## config.mk

```make
export PLATFORM = sky130hd
export DESIGN_NAME = wisc_exec_top
export DESIGN_NICKNAME = d
export VERILOG_FILES = /design/src/verilog/wisc_pkg.sv /design/src/verilog/wisc_shifter.sv /design/src/verilog/wisc_decode.sv /design/src/verilog/wisc_alu.sv /design/src/verilog/wisc_result.sv /design/src/verilog/wisc_exec_top.sv
export VERILOG_INCLUDE_DIRS = /design/src /design/src/verilog
export SDC_FILE = /design/constraint.sdc
export NUM_CORES = 1
export LEC_CHECK = 0
export ABC_AREA = 0
export ABC_CLOCK_PERIOD_IN_PS = 12700
export BUFFER_PORTS_ARGS = -buffer_cell sky130_fd_sc_hd__buf_2
export CORE_MARGIN = 2
export CORE_UTILIZATION = 35
export CTS_CLUSTER_DIAMETER = 40
export DETAILED_ROUTE_END_ITERATION = 12
export GPL_TIMING_DRIVEN = 0
export HOLD_SLACK_MARGIN = 0.05
export PLACE_DENSITY = 0.51
export SYNTH_ARGS = -nofsm -noshare
export SYNTH_HDL_FRONTEND = slang
export SYNTH_SLANG_ARGS = --single-unit
```

## constraint.sdc

```tcl
create_clock -name clk_i -period 12.7 [get_ports clk_i]
set_clock_uncertainty 0.1 [all_clocks]
set_input_delay 2.54 -clock clk_i [delete_from_list [all_inputs] [get_ports clk_i]]
set_output_delay 2.54 -clock clk_i [all_outputs]
set_load 0.05 [all_outputs]
```

## src/verilog/wisc_consts.svh

```systemverilog
`ifndef WISC_CONSTS_SVH
`define WISC_CONSTS_SVH

// datapath width of the execute slice
`define WISC_DATA_W 16

// shift amount, enough for 0 to 15 places
`define WISC_SHAMT_W 4

// instruction opcode field
`define WISC_OP_W 4

// one PADDSB lane
`define WISC_NIB_W 4

`endif

```

## src/verilog/wisc_pkg.sv

```systemverilog
`include "wisc_consts.svh"

package wisc_pkg;

  // instruction opcodes, codes 6 to 15 are unsupported
  typedef enum logic [`WISC_OP_W-1:0] {
    OP_ADD    = 4'd0,
    OP_SUB    = 4'd1,
    OP_XOR    = 4'd2,
    OP_PADDSB = 4'd3,
    OP_SLL    = 4'd4,
    OP_SRA    = 4'd5
  } opcode_e;

  // internal ALU operation
  typedef enum logic [2:0] {
    ALU_ADD,
    ALU_SUB,
    ALU_XOR,
    ALU_PADDSB,
    ALU_SLL,
    ALU_SRA
  } alu_op_e;

  // flag values and flag update masks share this layout
  typedef struct packed {
    logic z;
    logic v;
    logic n;
  } flag_t;

  // decode to execute
  typedef struct packed {
    logic                    valid;
    alu_op_e                 alu_op;
    logic [`WISC_DATA_W-1:0] a;
    logic [`WISC_DATA_W-1:0] b;
    flag_t                   upd;   // which flags this op may write
  } exec_req_t;

  // execute to result
  typedef struct packed {
    logic                    valid;
    logic [`WISC_DATA_W-1:0] result;
    flag_t                   flags;
    flag_t                   upd;
  } exec_rsp_t;

endpackage

```

## src/verilog/wisc_shifter.sv

```systemverilog
`timescale 1ns/1ns
`include "wisc_consts.svh"

module wisc_shifter (
  input  logic [`WISC_DATA_W-1:0]  shift_in_i,
  input  logic [`WISC_SHAMT_W-1:0] shift_val_i,
  input  logic                     mode_i,      // 0 = SLL, 1 = SRA
  output logic [`WISC_DATA_W-1:0]  shift_out_o
);

  logic [`WISC_DATA_W-1:0] sll_res;
  logic [`WISC_DATA_W-1:0] sra_res;

  // log shifter, stage i moves by 2**i when amount bit i is set
  always_comb begin : sll_stages
    sll_res = shift_in_i;
    for (int i = 0; i < `WISC_SHAMT_W; i++) begin
      if (shift_val_i[i]) begin
        sll_res = sll_res << (1 << i);
      end
    end
  end

  // same stages, sign bit is copied into the vacated top bits
  always_comb begin : sra_stages
    sra_res = shift_in_i;
    for (int i = 0; i < `WISC_SHAMT_W; i++) begin
      if (shift_val_i[i]) begin
        sra_res = $signed(sra_res) >>> (1 << i);
      end
    end
  end

  assign shift_out_o = mode_i ? sra_res : sll_res;

endmodule

```

## src/verilog/wisc_decode.sv

```systemverilog
`timescale 1ns/1ns
`include "wisc_consts.svh"

module wisc_decode (
  input  logic                     clk_i,
  input  logic                     rst_n_i,
  input  logic                     valid_i,
  input  logic [`WISC_OP_W-1:0]    opcode_i,
  input  logic [`WISC_DATA_W-1:0]  rs_data_i,
  input  logic [`WISC_DATA_W-1:0]  rt_data_i,
  input  logic [`WISC_SHAMT_W-1:0] imm_i,
  output wisc_pkg::exec_req_t      req_o
);

  wisc_pkg::exec_req_t req_d;
  wisc_pkg::exec_req_t req_q;

  // immediate widened to the datapath, used as shift amount
  logic [`WISC_DATA_W-1:0] imm_ext;

  assign imm_ext = {{(`WISC_DATA_W-`WISC_SHAMT_W){1'b0}}, imm_i};

  always_comb begin
    req_d       = '0;
    req_d.valid = 1'b1;
    req_d.a     = rs_data_i;
    req_d.b     = rt_data_i;
    case (wisc_pkg::opcode_e'(opcode_i))
      wisc_pkg::OP_ADD: begin
        req_d.alu_op = wisc_pkg::ALU_ADD;
        req_d.upd    = 3'b111;  // z, v and n
      end
      wisc_pkg::OP_SUB: begin
        req_d.alu_op = wisc_pkg::ALU_SUB;
        req_d.upd    = 3'b111;
      end
      wisc_pkg::OP_XOR: begin
        req_d.alu_op = wisc_pkg::ALU_XOR;
        req_d.upd.z  = 1'b1;
      end
      wisc_pkg::OP_PADDSB: begin
        req_d.alu_op = wisc_pkg::ALU_PADDSB;  // flags untouched
      end
      wisc_pkg::OP_SLL: begin
        req_d.alu_op = wisc_pkg::ALU_SLL;
        req_d.b      = imm_ext;
        req_d.upd.z  = 1'b1;
      end
      wisc_pkg::OP_SRA: begin
        req_d.alu_op = wisc_pkg::ALU_SRA;
        req_d.b      = imm_ext;
        req_d.upd.z  = 1'b1;
      end
      default: begin
        // unknown opcode, instruction is dropped here
        req_d.valid = 1'b0;
      end
    endcase
  end

  always_ff @(posedge clk_i or negedge rst_n_i) begin
    if (!rst_n_i) begin
      req_q <= '0;
    end else if (valid_i) begin
      req_q <= req_d;
    end else begin
      req_q.valid <= 1'b0;  // payload holds
    end
  end

  assign req_o = req_q;

endmodule

```

## src/verilog/wisc_alu.sv

```systemverilog
`timescale 1ns/1ns
`include "wisc_consts.svh"

module wisc_alu (
  input  wisc_pkg::exec_req_t req_i,
  output wisc_pkg::exec_rsp_t rsp_o
);

  localparam int LANES = `WISC_DATA_W / `WISC_NIB_W;

  // clamp values for the full word
  localparam logic [`WISC_DATA_W-1:0] WORD_MAX = {1'b0, {(`WISC_DATA_W-1){1'b1}}};
  localparam logic [`WISC_DATA_W-1:0] WORD_MIN = {1'b1, {(`WISC_DATA_W-1){1'b0}}};

  // clamp values for one nibble lane, 7 and -8
  localparam logic [`WISC_NIB_W-1:0] NIB_MAX = {1'b0, {(`WISC_NIB_W-1){1'b1}}};
  localparam logic [`WISC_NIB_W-1:0] NIB_MIN = {1'b1, {(`WISC_NIB_W-1){1'b0}}};

  logic [`WISC_DATA_W-1:0] sum;
  logic [`WISC_DATA_W-1:0] diff;
  logic                    add_ovf;
  logic                    sub_ovf;
  logic [`WISC_DATA_W-1:0] sat_sum;
  logic [`WISC_DATA_W-1:0] sat_diff;
  logic [`WISC_DATA_W-1:0] xor_res;
  logic [`WISC_DATA_W-1:0] paddsb_res;
  logic [`WISC_DATA_W-1:0] shift_res;
  logic [`WISC_DATA_W-1:0] result;
  logic                    ovf;

  assign sum  = req_i.a + req_i.b;
  assign diff = req_i.a - req_i.b;

  // signed overflow, checked on the wrapped value
  assign add_ovf = (req_i.a[`WISC_DATA_W-1] == req_i.b[`WISC_DATA_W-1]) &&
                   (sum[`WISC_DATA_W-1] != req_i.a[`WISC_DATA_W-1]);
  assign sub_ovf = (req_i.a[`WISC_DATA_W-1] != req_i.b[`WISC_DATA_W-1]) &&
                   (diff[`WISC_DATA_W-1] != req_i.a[`WISC_DATA_W-1]);

  // on overflow the sign of a tells which rail was crossed
  assign sat_sum  = add_ovf ? (req_i.a[`WISC_DATA_W-1] ? WORD_MIN : WORD_MAX) : sum;
  assign sat_diff = sub_ovf ? (req_i.a[`WISC_DATA_W-1] ? WORD_MIN : WORD_MAX) : diff;

  assign xor_res = req_i.a ^ req_i.b;

  always_comb begin : paddsb_lanes
    logic [`WISC_NIB_W-1:0] lane_a;
    logic [`WISC_NIB_W-1:0] lane_b;
    logic [`WISC_NIB_W-1:0] lane_s;
    paddsb_res = '0;
    for (int l = 0; l < LANES; l++) begin
      lane_a = req_i.a[l*`WISC_NIB_W +: `WISC_NIB_W];
      lane_b = req_i.b[l*`WISC_NIB_W +: `WISC_NIB_W];
      lane_s = lane_a + lane_b;
      if ((lane_a[`WISC_NIB_W-1] == lane_b[`WISC_NIB_W-1]) &&
          (lane_s[`WISC_NIB_W-1] != lane_a[`WISC_NIB_W-1])) begin
        lane_s = lane_a[`WISC_NIB_W-1] ? NIB_MIN : NIB_MAX;
      end
      paddsb_res[l*`WISC_NIB_W +: `WISC_NIB_W] = lane_s;
    end
  end

  // shift amount is the low bits of b, decode put the immediate there
  wisc_shifter u_shifter (
    .shift_in_i  (req_i.a),
    .shift_val_i (req_i.b[`WISC_SHAMT_W-1:0]),
    .mode_i      (req_i.alu_op == wisc_pkg::ALU_SRA),
    .shift_out_o (shift_res)
  );

  always_comb begin
    ovf = 1'b0;
    case (req_i.alu_op)
      wisc_pkg::ALU_ADD: begin
        result = sat_sum;
        ovf    = add_ovf;
      end
      wisc_pkg::ALU_SUB: begin
        result = sat_diff;
        ovf    = sub_ovf;
      end
      wisc_pkg::ALU_XOR:    result = xor_res;
      wisc_pkg::ALU_PADDSB: result = paddsb_res;
      default:              result = shift_res;  // SLL and SRA
    endcase
  end

  assign rsp_o.valid   = req_i.valid;
  assign rsp_o.result  = result;
  assign rsp_o.flags.z = (result == '0);
  assign rsp_o.flags.v = ovf;                     // before saturation
  assign rsp_o.flags.n = result[`WISC_DATA_W-1];  // after saturation
  assign rsp_o.upd     = req_i.upd;

endmodule

```

## src/verilog/wisc_result.sv

```systemverilog
`timescale 1ns/1ns
`include "wisc_consts.svh"

module wisc_result (
  input  logic                    clk_i,
  input  logic                    rst_n_i,
  input  wisc_pkg::exec_rsp_t     rsp_i,
  output logic                    valid_o,
  output logic [`WISC_DATA_W-1:0] result_o,
  output wisc_pkg::flag_t         flags_o
);

  logic                    valid_q;
  logic [`WISC_DATA_W-1:0] result_q;
  wisc_pkg::flag_t         flags_q;

  // one-cycle strobe per finished instruction
  always_ff @(posedge clk_i or negedge rst_n_i) begin
    if (!rst_n_i) begin
      valid_q <= 1'b0;
    end else begin
      valid_q <= rsp_i.valid;
    end
  end

  // result stays at the last value between instructions
  always_ff @(posedge clk_i or negedge rst_n_i) begin
    if (!rst_n_i) begin
      result_q <= '0;
    end else if (rsp_i.valid) begin
      result_q <= rsp_i.result;
    end
  end

  // flags persist across instructions, each bit written only if its mask bit is set
  always_ff @(posedge clk_i or negedge rst_n_i) begin
    if (!rst_n_i) begin
      flags_q <= '0;
    end else if (rsp_i.valid) begin
      if (rsp_i.upd.z) begin
        flags_q.z <= rsp_i.flags.z;
      end
      if (rsp_i.upd.v) begin
        flags_q.v <= rsp_i.flags.v;
      end
      if (rsp_i.upd.n) begin
        flags_q.n <= rsp_i.flags.n;
      end
    end
  end

  assign valid_o  = valid_q;
  assign result_o = result_q;
  assign flags_o  = flags_q;

endmodule

```

## src/verilog/wisc_exec_top.sv

```systemverilog
`timescale 1ns/1ns
`include "wisc_consts.svh"

module wisc_exec_top (
  input  logic                     clk_i,
  input  logic                     rst_n_i,
  input  logic                     valid_i,
  input  logic [`WISC_OP_W-1:0]    opcode_i,
  input  logic [`WISC_DATA_W-1:0]  rs_data_i,
  input  logic [`WISC_DATA_W-1:0]  rt_data_i,
  input  logic [`WISC_SHAMT_W-1:0] imm_i,
  output logic                     valid_o,
  output logic [`WISC_DATA_W-1:0]  result_o,
  output wisc_pkg::flag_t          flags_o
);

  wisc_pkg::exec_req_t req;  // registered, decode to execute
  wisc_pkg::exec_rsp_t rsp;  // combinational, execute to result

  wisc_decode u_decode (
    .clk_i     (clk_i),
    .rst_n_i   (rst_n_i),
    .valid_i   (valid_i),
    .opcode_i  (opcode_i),
    .rs_data_i (rs_data_i),
    .rt_data_i (rt_data_i),
    .imm_i     (imm_i),
    .req_o     (req)
  );

  wisc_alu u_alu (
    .req_i (req),
    .rsp_o (rsp)
  );

  wisc_result u_result (
    .clk_i    (clk_i),
    .rst_n_i  (rst_n_i),
    .rsp_i    (rsp),
    .valid_o  (valid_o),
    .result_o (result_o),
    .flags_o  (flags_o)
  );

endmodule

```

-- Word-level counts from Yosys, hierarchy flattened
Cells that the tools add are included.
W data, S select, Z words.
- add/sub/neg operators: 6
- $mul: 0
- div/mod/pow operators: 0
- order comparisons: 0
- equality and inequality tests: 20
- shifts and indexed selects: 0
- multiplexer cells: 28
- bitwise gates (word level): 1
- reductions and logical operators: 16
- operators by type and width (kind ; number):
    $mux W16 ; 9
    $pmux W16 S4 ; 1
    $mux W15 ; 4
    $mux W4 ; 8
    $add A16 B16 Y16 ; 1
    $add A4 B4 Y4 ; 4
    $logic_not A16 Y1 ; 1
    $sub A16 B16 Y16 ; 1
    $xor A16 B16 Y16 ; 1
    $pmux W3 S5 ; 1
    $eq A4 B2 Y1 const B ; 2
    $eq A4 B3 Y1 const B ; 2
    $ne A1 B1 Y1 ; 7
    $eq A3 B2 Y1 const B ; 2
    $logic_and A1 B1 Y1 ; 6
    $reduce_and A2 Y1 ; 3
    $reduce_or A6 Y1 ; 1
    $reduce_or A5 Y1 ; 1
    $eq A1 B1 Y1 ; 4
    $eq A4 B1 Y1 const B ; 1
    $logic_not A4 Y1 ; 1
    $reduce_or A2 Y1 ; 2
    $eq A3 B1 Y1 const B ; 1
    $eq A3 B3 Y1 const B ; 1
    other kinds (4) ; 6
- register bits after elaboration: 59
- latch bits: 0
- bits in writable memories: 0
- ROM bits: 0
- bits of input ports: 43
- output and inout port bits: 20
- memories kept: 0

-- Longest topological paths before layout
- word-level depth: 7
- depth in mapped cells: 23
- depth with buffers taken out: 20

-- Hierarchy
A second synthesis with hierarchy kept.
- cell total of the unflattened synthesis: 766
- area total of the unflattened synthesis: 6834.1 um^2
- modules (own cells, without submodules) (module ; times used ; cells an instance ; area each (um^2) ; seq. area each (um^2)):
    wisc_alu ; 1 ; 414 ; 2840.2 ; 0.0
    wisc_shifter ; 1 ; 198 ; 1709.1 ; 0.0
    wisc_decode ; 1 ; 110 ; 1490.2 ; 950.9
    wisc_result ; 1 ; 44 ; 794.5 ; 500.5

-- Worst setup path after synthesis
Ideal clock, no wire load.
- kind: flip-flop to flip-flop
- start: register u_decode.req_q (netlist bit u_decode.req_o[4])
- end: register u_result.flags_q (netlist bit u_result.flags_o[2])
- arrival: 5.021 ns
- required time: 12.496 ns
- setup slack: 7.476 ns
- stages on the path, launching flop included: 22
- clock period less this slack: 5.224 ns
- cells stage by stage: dfrtp_1 > clkbuf_1 > clkbuf_1 > inv_1 > ha_1 > nand2b_1 > a211o_1 > a21oi_1 > o221ai_1 > o21ai_0 > a21oi_1 > nor2_1 > nor2_1 > fa_1 > nor2_1 > a41oi_1 > o21ai_0 > a31oi_1 > o221ai_2 > a222oi_1 > nand4b_1 > o41ai_2
- cells in the longest elaborated chain, start to end: 6
- elaborated cells on any way between the ends: 22
- classes of those cells: 3 x add/sub; 3 x eq/ne; 11 x mux; 1 x bitwise; 4 x reduce/logical
- RTL lines (item ; line ; source):
    start, declared ; wisc_decode.sv:16 ; wisc_pkg::exec_req_t req_q;
    start signal, assigned ; wisc_decode.sv:65 ; req_q <= req_d;
    $sub A16 B16 Y16 (tied with other cells) ; wisc_alu.sv:32 ; assign diff = req_i.a - req_i.b;
    $ne A1 B1 Y1 (tied with other cells) ; wisc_alu.sv:38 ; (diff[`WISC_DATA_W-1] != req_i.a[`WISC_DATA_W-1]);
    $logic_and A1 B1 Y1 (tied with other cells) ; wisc_alu.sv:37 ; assign sub_ovf = (req_i.a[`WISC_DATA_W-1] != req_i.b[`WISC_DATA_W-1]) &&
    $mux W16 (tied with other cells) ; wisc_alu.sv:42 ; assign sat_diff = sub_ovf ? (req_i.a[`WISC_DATA_W-1] ? WORD_MIN : WORD_MAX) : diff;
    $pmux W16 S4 (*) ; wisc_alu.sv:73 ; case (req_i.alu_op)
    $logic_not A16 Y1 (*) ; wisc_alu.sv:90 ; assign rsp_o.flags.z = (result == '0);
    end, declared ; wisc_result.sv:15 ; wisc_pkg::flag_t flags_q;
Every way passes the cells marked *; elsewhere a longest branch is shown, timed or not.
A chain may end at the register's enable or synchronous reset.

-- Worst setup path after layout
Same ends and word-level chain as after synthesis.

==> results.sh <==
export IMPL_yosys_top_cells_area="dfrtp_1, ha_1, mux4_2, mux2_2, nand2_1"
export IMPL_cp_max_fo=10
export IMPL_finalHoldViolations=0
export IMPL_fin_nets=960
export IMPL_p_per_area_mw_per_mm2=145
export IMPL_synth_mux_area_share_pct=14.5
export IMPL_routabilityCongestion=1.01
export IMPL_initial_core_util_pct=35.8
export IMPL_critical_path_class="register to register"
export IMPL_drt_pass1_iter_count=5
export IMPL_synth_avg_cell_area_um2=7.99
export IMPL_hold_path_class="register to register"
export IMPL_die_x_um=140
export IMPL_multi_input_area_mm2=0.00454
export IMPL_regArea_mm2=0.00145
export IMPL_synth_common_cells="nand2_1, nor2_1, dfrtp_1"
export IMPL_p_leak_uw=0.00314
export IMPL_final_util_pct=40.7
export IMPL_synth_compound_area_share_pct=28.3
export IMPL_synth_distinct_cells=81
export IMPL_setup_viol=0
export IMPL_drt_total_wl_um=25600
export IMPL_post_cts_setup_buffer_count=0
export IMPL_antenna_found_initial=0
export IMPL_cts_max_path_buffers=2
export IMPL_core_area_mm2=0.0180
export IMPL_yosysTopAreaCell="dfrtp_1"
export IMPL_synth_top_family_by_area="compound AO/OA/AOI/OAI gates"
export IMPL_synth_area_mm2=0.00645
export IMPL_synth_seq_cells=58
export IMPL_synth_xor_area_share_pct=2.04
export IMPL_grt_total_usage_pct=26.2
export IMPL_seq_area_frac_synth_pct=22.5
export IMPL_area_growth_pct=13.7
export IMPL_drive_gt1_share_pct=16.4
export IMPL_port_buffers=61
export IMPL_min_period_ps=7100
export IMPL_synth_edf_count=0
export IMPL_clock_sinks=58
export IMPL_max_freq_ghz=0.141
export IMPL_ff2ff_setup_slack_ps=5600
export IMPL_slew_headroom_pct=30.2
export IMPL_cts_tree="built"
export IMPL_rsz0062_at_grt="false"
export IMPL_clk_pin_slew_ps=60
export IMPL_yosysWarnings=0
export IMPL_synth_most_common_cell="nand2_1"
export IMPL_diodes=0
export IMPL_grt_overflow=0
export IMPL_synthFlopType="dfrtp_1"
export IMPL_dp_hpwl_um=19600
export IMPL_outcome="complete, no violations"
export IMPL_vias=6723
export IMPL_cap_violations=0
export IMPL_drt_iter0_markers=764
export IMPL_async_flop_share_pct=100
export IMPL_syn_inst=807
export IMPL_num_rows=49
export IMPL_ioPinCount=63
export IMPL_die_y_um=140
export IMPL_cp_required_ps=12840
export IMPL_yosys_area_share_simple_pct=17.7
export IMPL_grt_pass1_vias=6275
export IMPL_hold_buffers=0
export IMPL_nFillCells=1913
export IMPL_routedWlPerCell_um=23.0
export IMPL_worst_pin_slew_ps=1050
export IMPL_ir_worst_vdd_uv=118
export IMPL_cp_data_arrival_time_ps=7240
export IMPL_slew_viol_final=0
export IMPL_routed_via_density=6.04
export IMPL_syn_nets=887
export IMPL_start_kind="register"
export IMPL_grt_max_degree=59
export IMPL_synth_adder_area_share_pct=7.87
export IMPL_drc_errors=0
export IMPL_setup_tns_ps=0
export IMPL_post_cts_resized=0
export IMPL_h_tree_depth=3
export IMPL_die_area_mm2=0.0195
export IMPL_cts_buffers=9
export IMPL_clk_latency_ps=350
export IMPL_grt_first_pass_wirelength_um=39000
export IMPL_cts_root_buf="clkbuf_16"
export IMPL_antenna_left=0
export IMPL_yosys_area_top_type_share_pct=22.5
export IMPL_end_kind="register"
export IMPL_fin_crit_sh_pct=55.9
[area by class of cell]
cell class | instances | area share (%)
buffer | 63 | 3.57
clock buffer | 12 | 3.50
clock inverter | 4 | 0.358
inverter | 52 | 2.66
multi-input combinational | 634 | 62.0
sequential | 58 | 19.8
tap | 229 | 3.91
timing repair buffer | 62 | 4.27
[report_power, final]
group	switching, uW	leakage (uW)	internal (uW)
combinational	376	0.00229	191
sequential	34.2	0.000708	219
clock	102	0.000139	143
total	512	0.00314	553
[flip-flops by register name (all words and copies together), names as in the netlist]
signal             count
u_result.valid_o       1
u_result.flags_o       3
u_decode.req_o        38
u_result.result_o     16
[worst paths after layout]
check,startpoint,to,depth (start not counted)
worst max-delay path,u_decode.req_o[4]$_DFFE_PN0P_,u_result.flags_o[2]$_DFFE_PN0P_,21
worst min-delay path,u_decode.req_o[38]$_DFF_PN0_,u_result.valid_o$_DFF_PN0_,0
worst max register to register,u_decode.req_o[4]$_DFFE_PN0P_,u_result.flags_o[2]$_DFFE_PN0P_,21
worst min register to register,u_decode.req_o[38]$_DFF_PN0_,u_result.valid_o$_DFF_PN0_,0
max in group asynchronous,rst_n_i,u_decode.req_o[6]$_DFFE_PN0P_,1
min in group asynchronous,rst_n_i,u_result.result_o[8]$_DFFE_PN0P_,1
[routing by layer]
metal | up-vias | track usage [%] | share of wire [%]
li1 | 3140 | - | -
met1 | 3200 | 38.8 | 46
met2 | 337 | 38.2 | 42
met3 | 46 | 4.40 | 8.5
met4 | 0 | 9.89 | 3.2
met5 | - | 0 | 0
[cell families (layout without fill, tap and decap cells)]
kind of cell	Yosys count	after routing
xor+xnor	15	15
simple gates	248	248
flops	58	58
fa+ha+maj	37	37
compound gates	265	265
buf+inv	115	193
mux	69	69
[per-stage QoR]
stage	worst slack [ps]	power, uW	std cells	cell area (um2)	hold slack, ps
global route	5160	1120	1114	7330	282
global placement	5660	811	1097	7040	257
floorplan	7480	652	807	6450	252
detailed placement	5760	811	1097	7050	266
finish	5600	1070	1114	7330	277
CTS	5710	1060	1113	7330	278
[placed cells by master, fill, tap and decap left out, drive strengths merged, types with 8 or more instances in the layout]
cell type and count:
xnor2 11, o22ai 20, clkbuf 61, a31oi 13
mux4 17, nand2 77, o21ai 59, a21oi 54
a211o 8, nand2b 10, ha 31, o211ai 12
a21o 10, buf 76, mux2 26, inv 50
mux2i 26, nor3 20, a211oi 10, nor2 75
dfrtp 58, nand3 22, o21a 8
[critical path, stage by stage, from the launching register on]
cell,delay (ps)
dfrtp_1,500
clkbuf_1,560
clkbuf_1,520
inv_1,330
ha_1,400
nand2b_1,100
a211o_1,320
a21oi_1,390
o221ai_1,290
o21ai_0,340
a21oi_1,120
nor2_1,100
nor2_1,70
fa_1,520
nor2_1,90
a41oi_1,820
o21ai_0,210
a311oi_1,320
a32oi_1,210
nor3_1,270
nand4b_1,140
o41ai_2,280
Note: power is estimated with default switching activity, not from simulation.
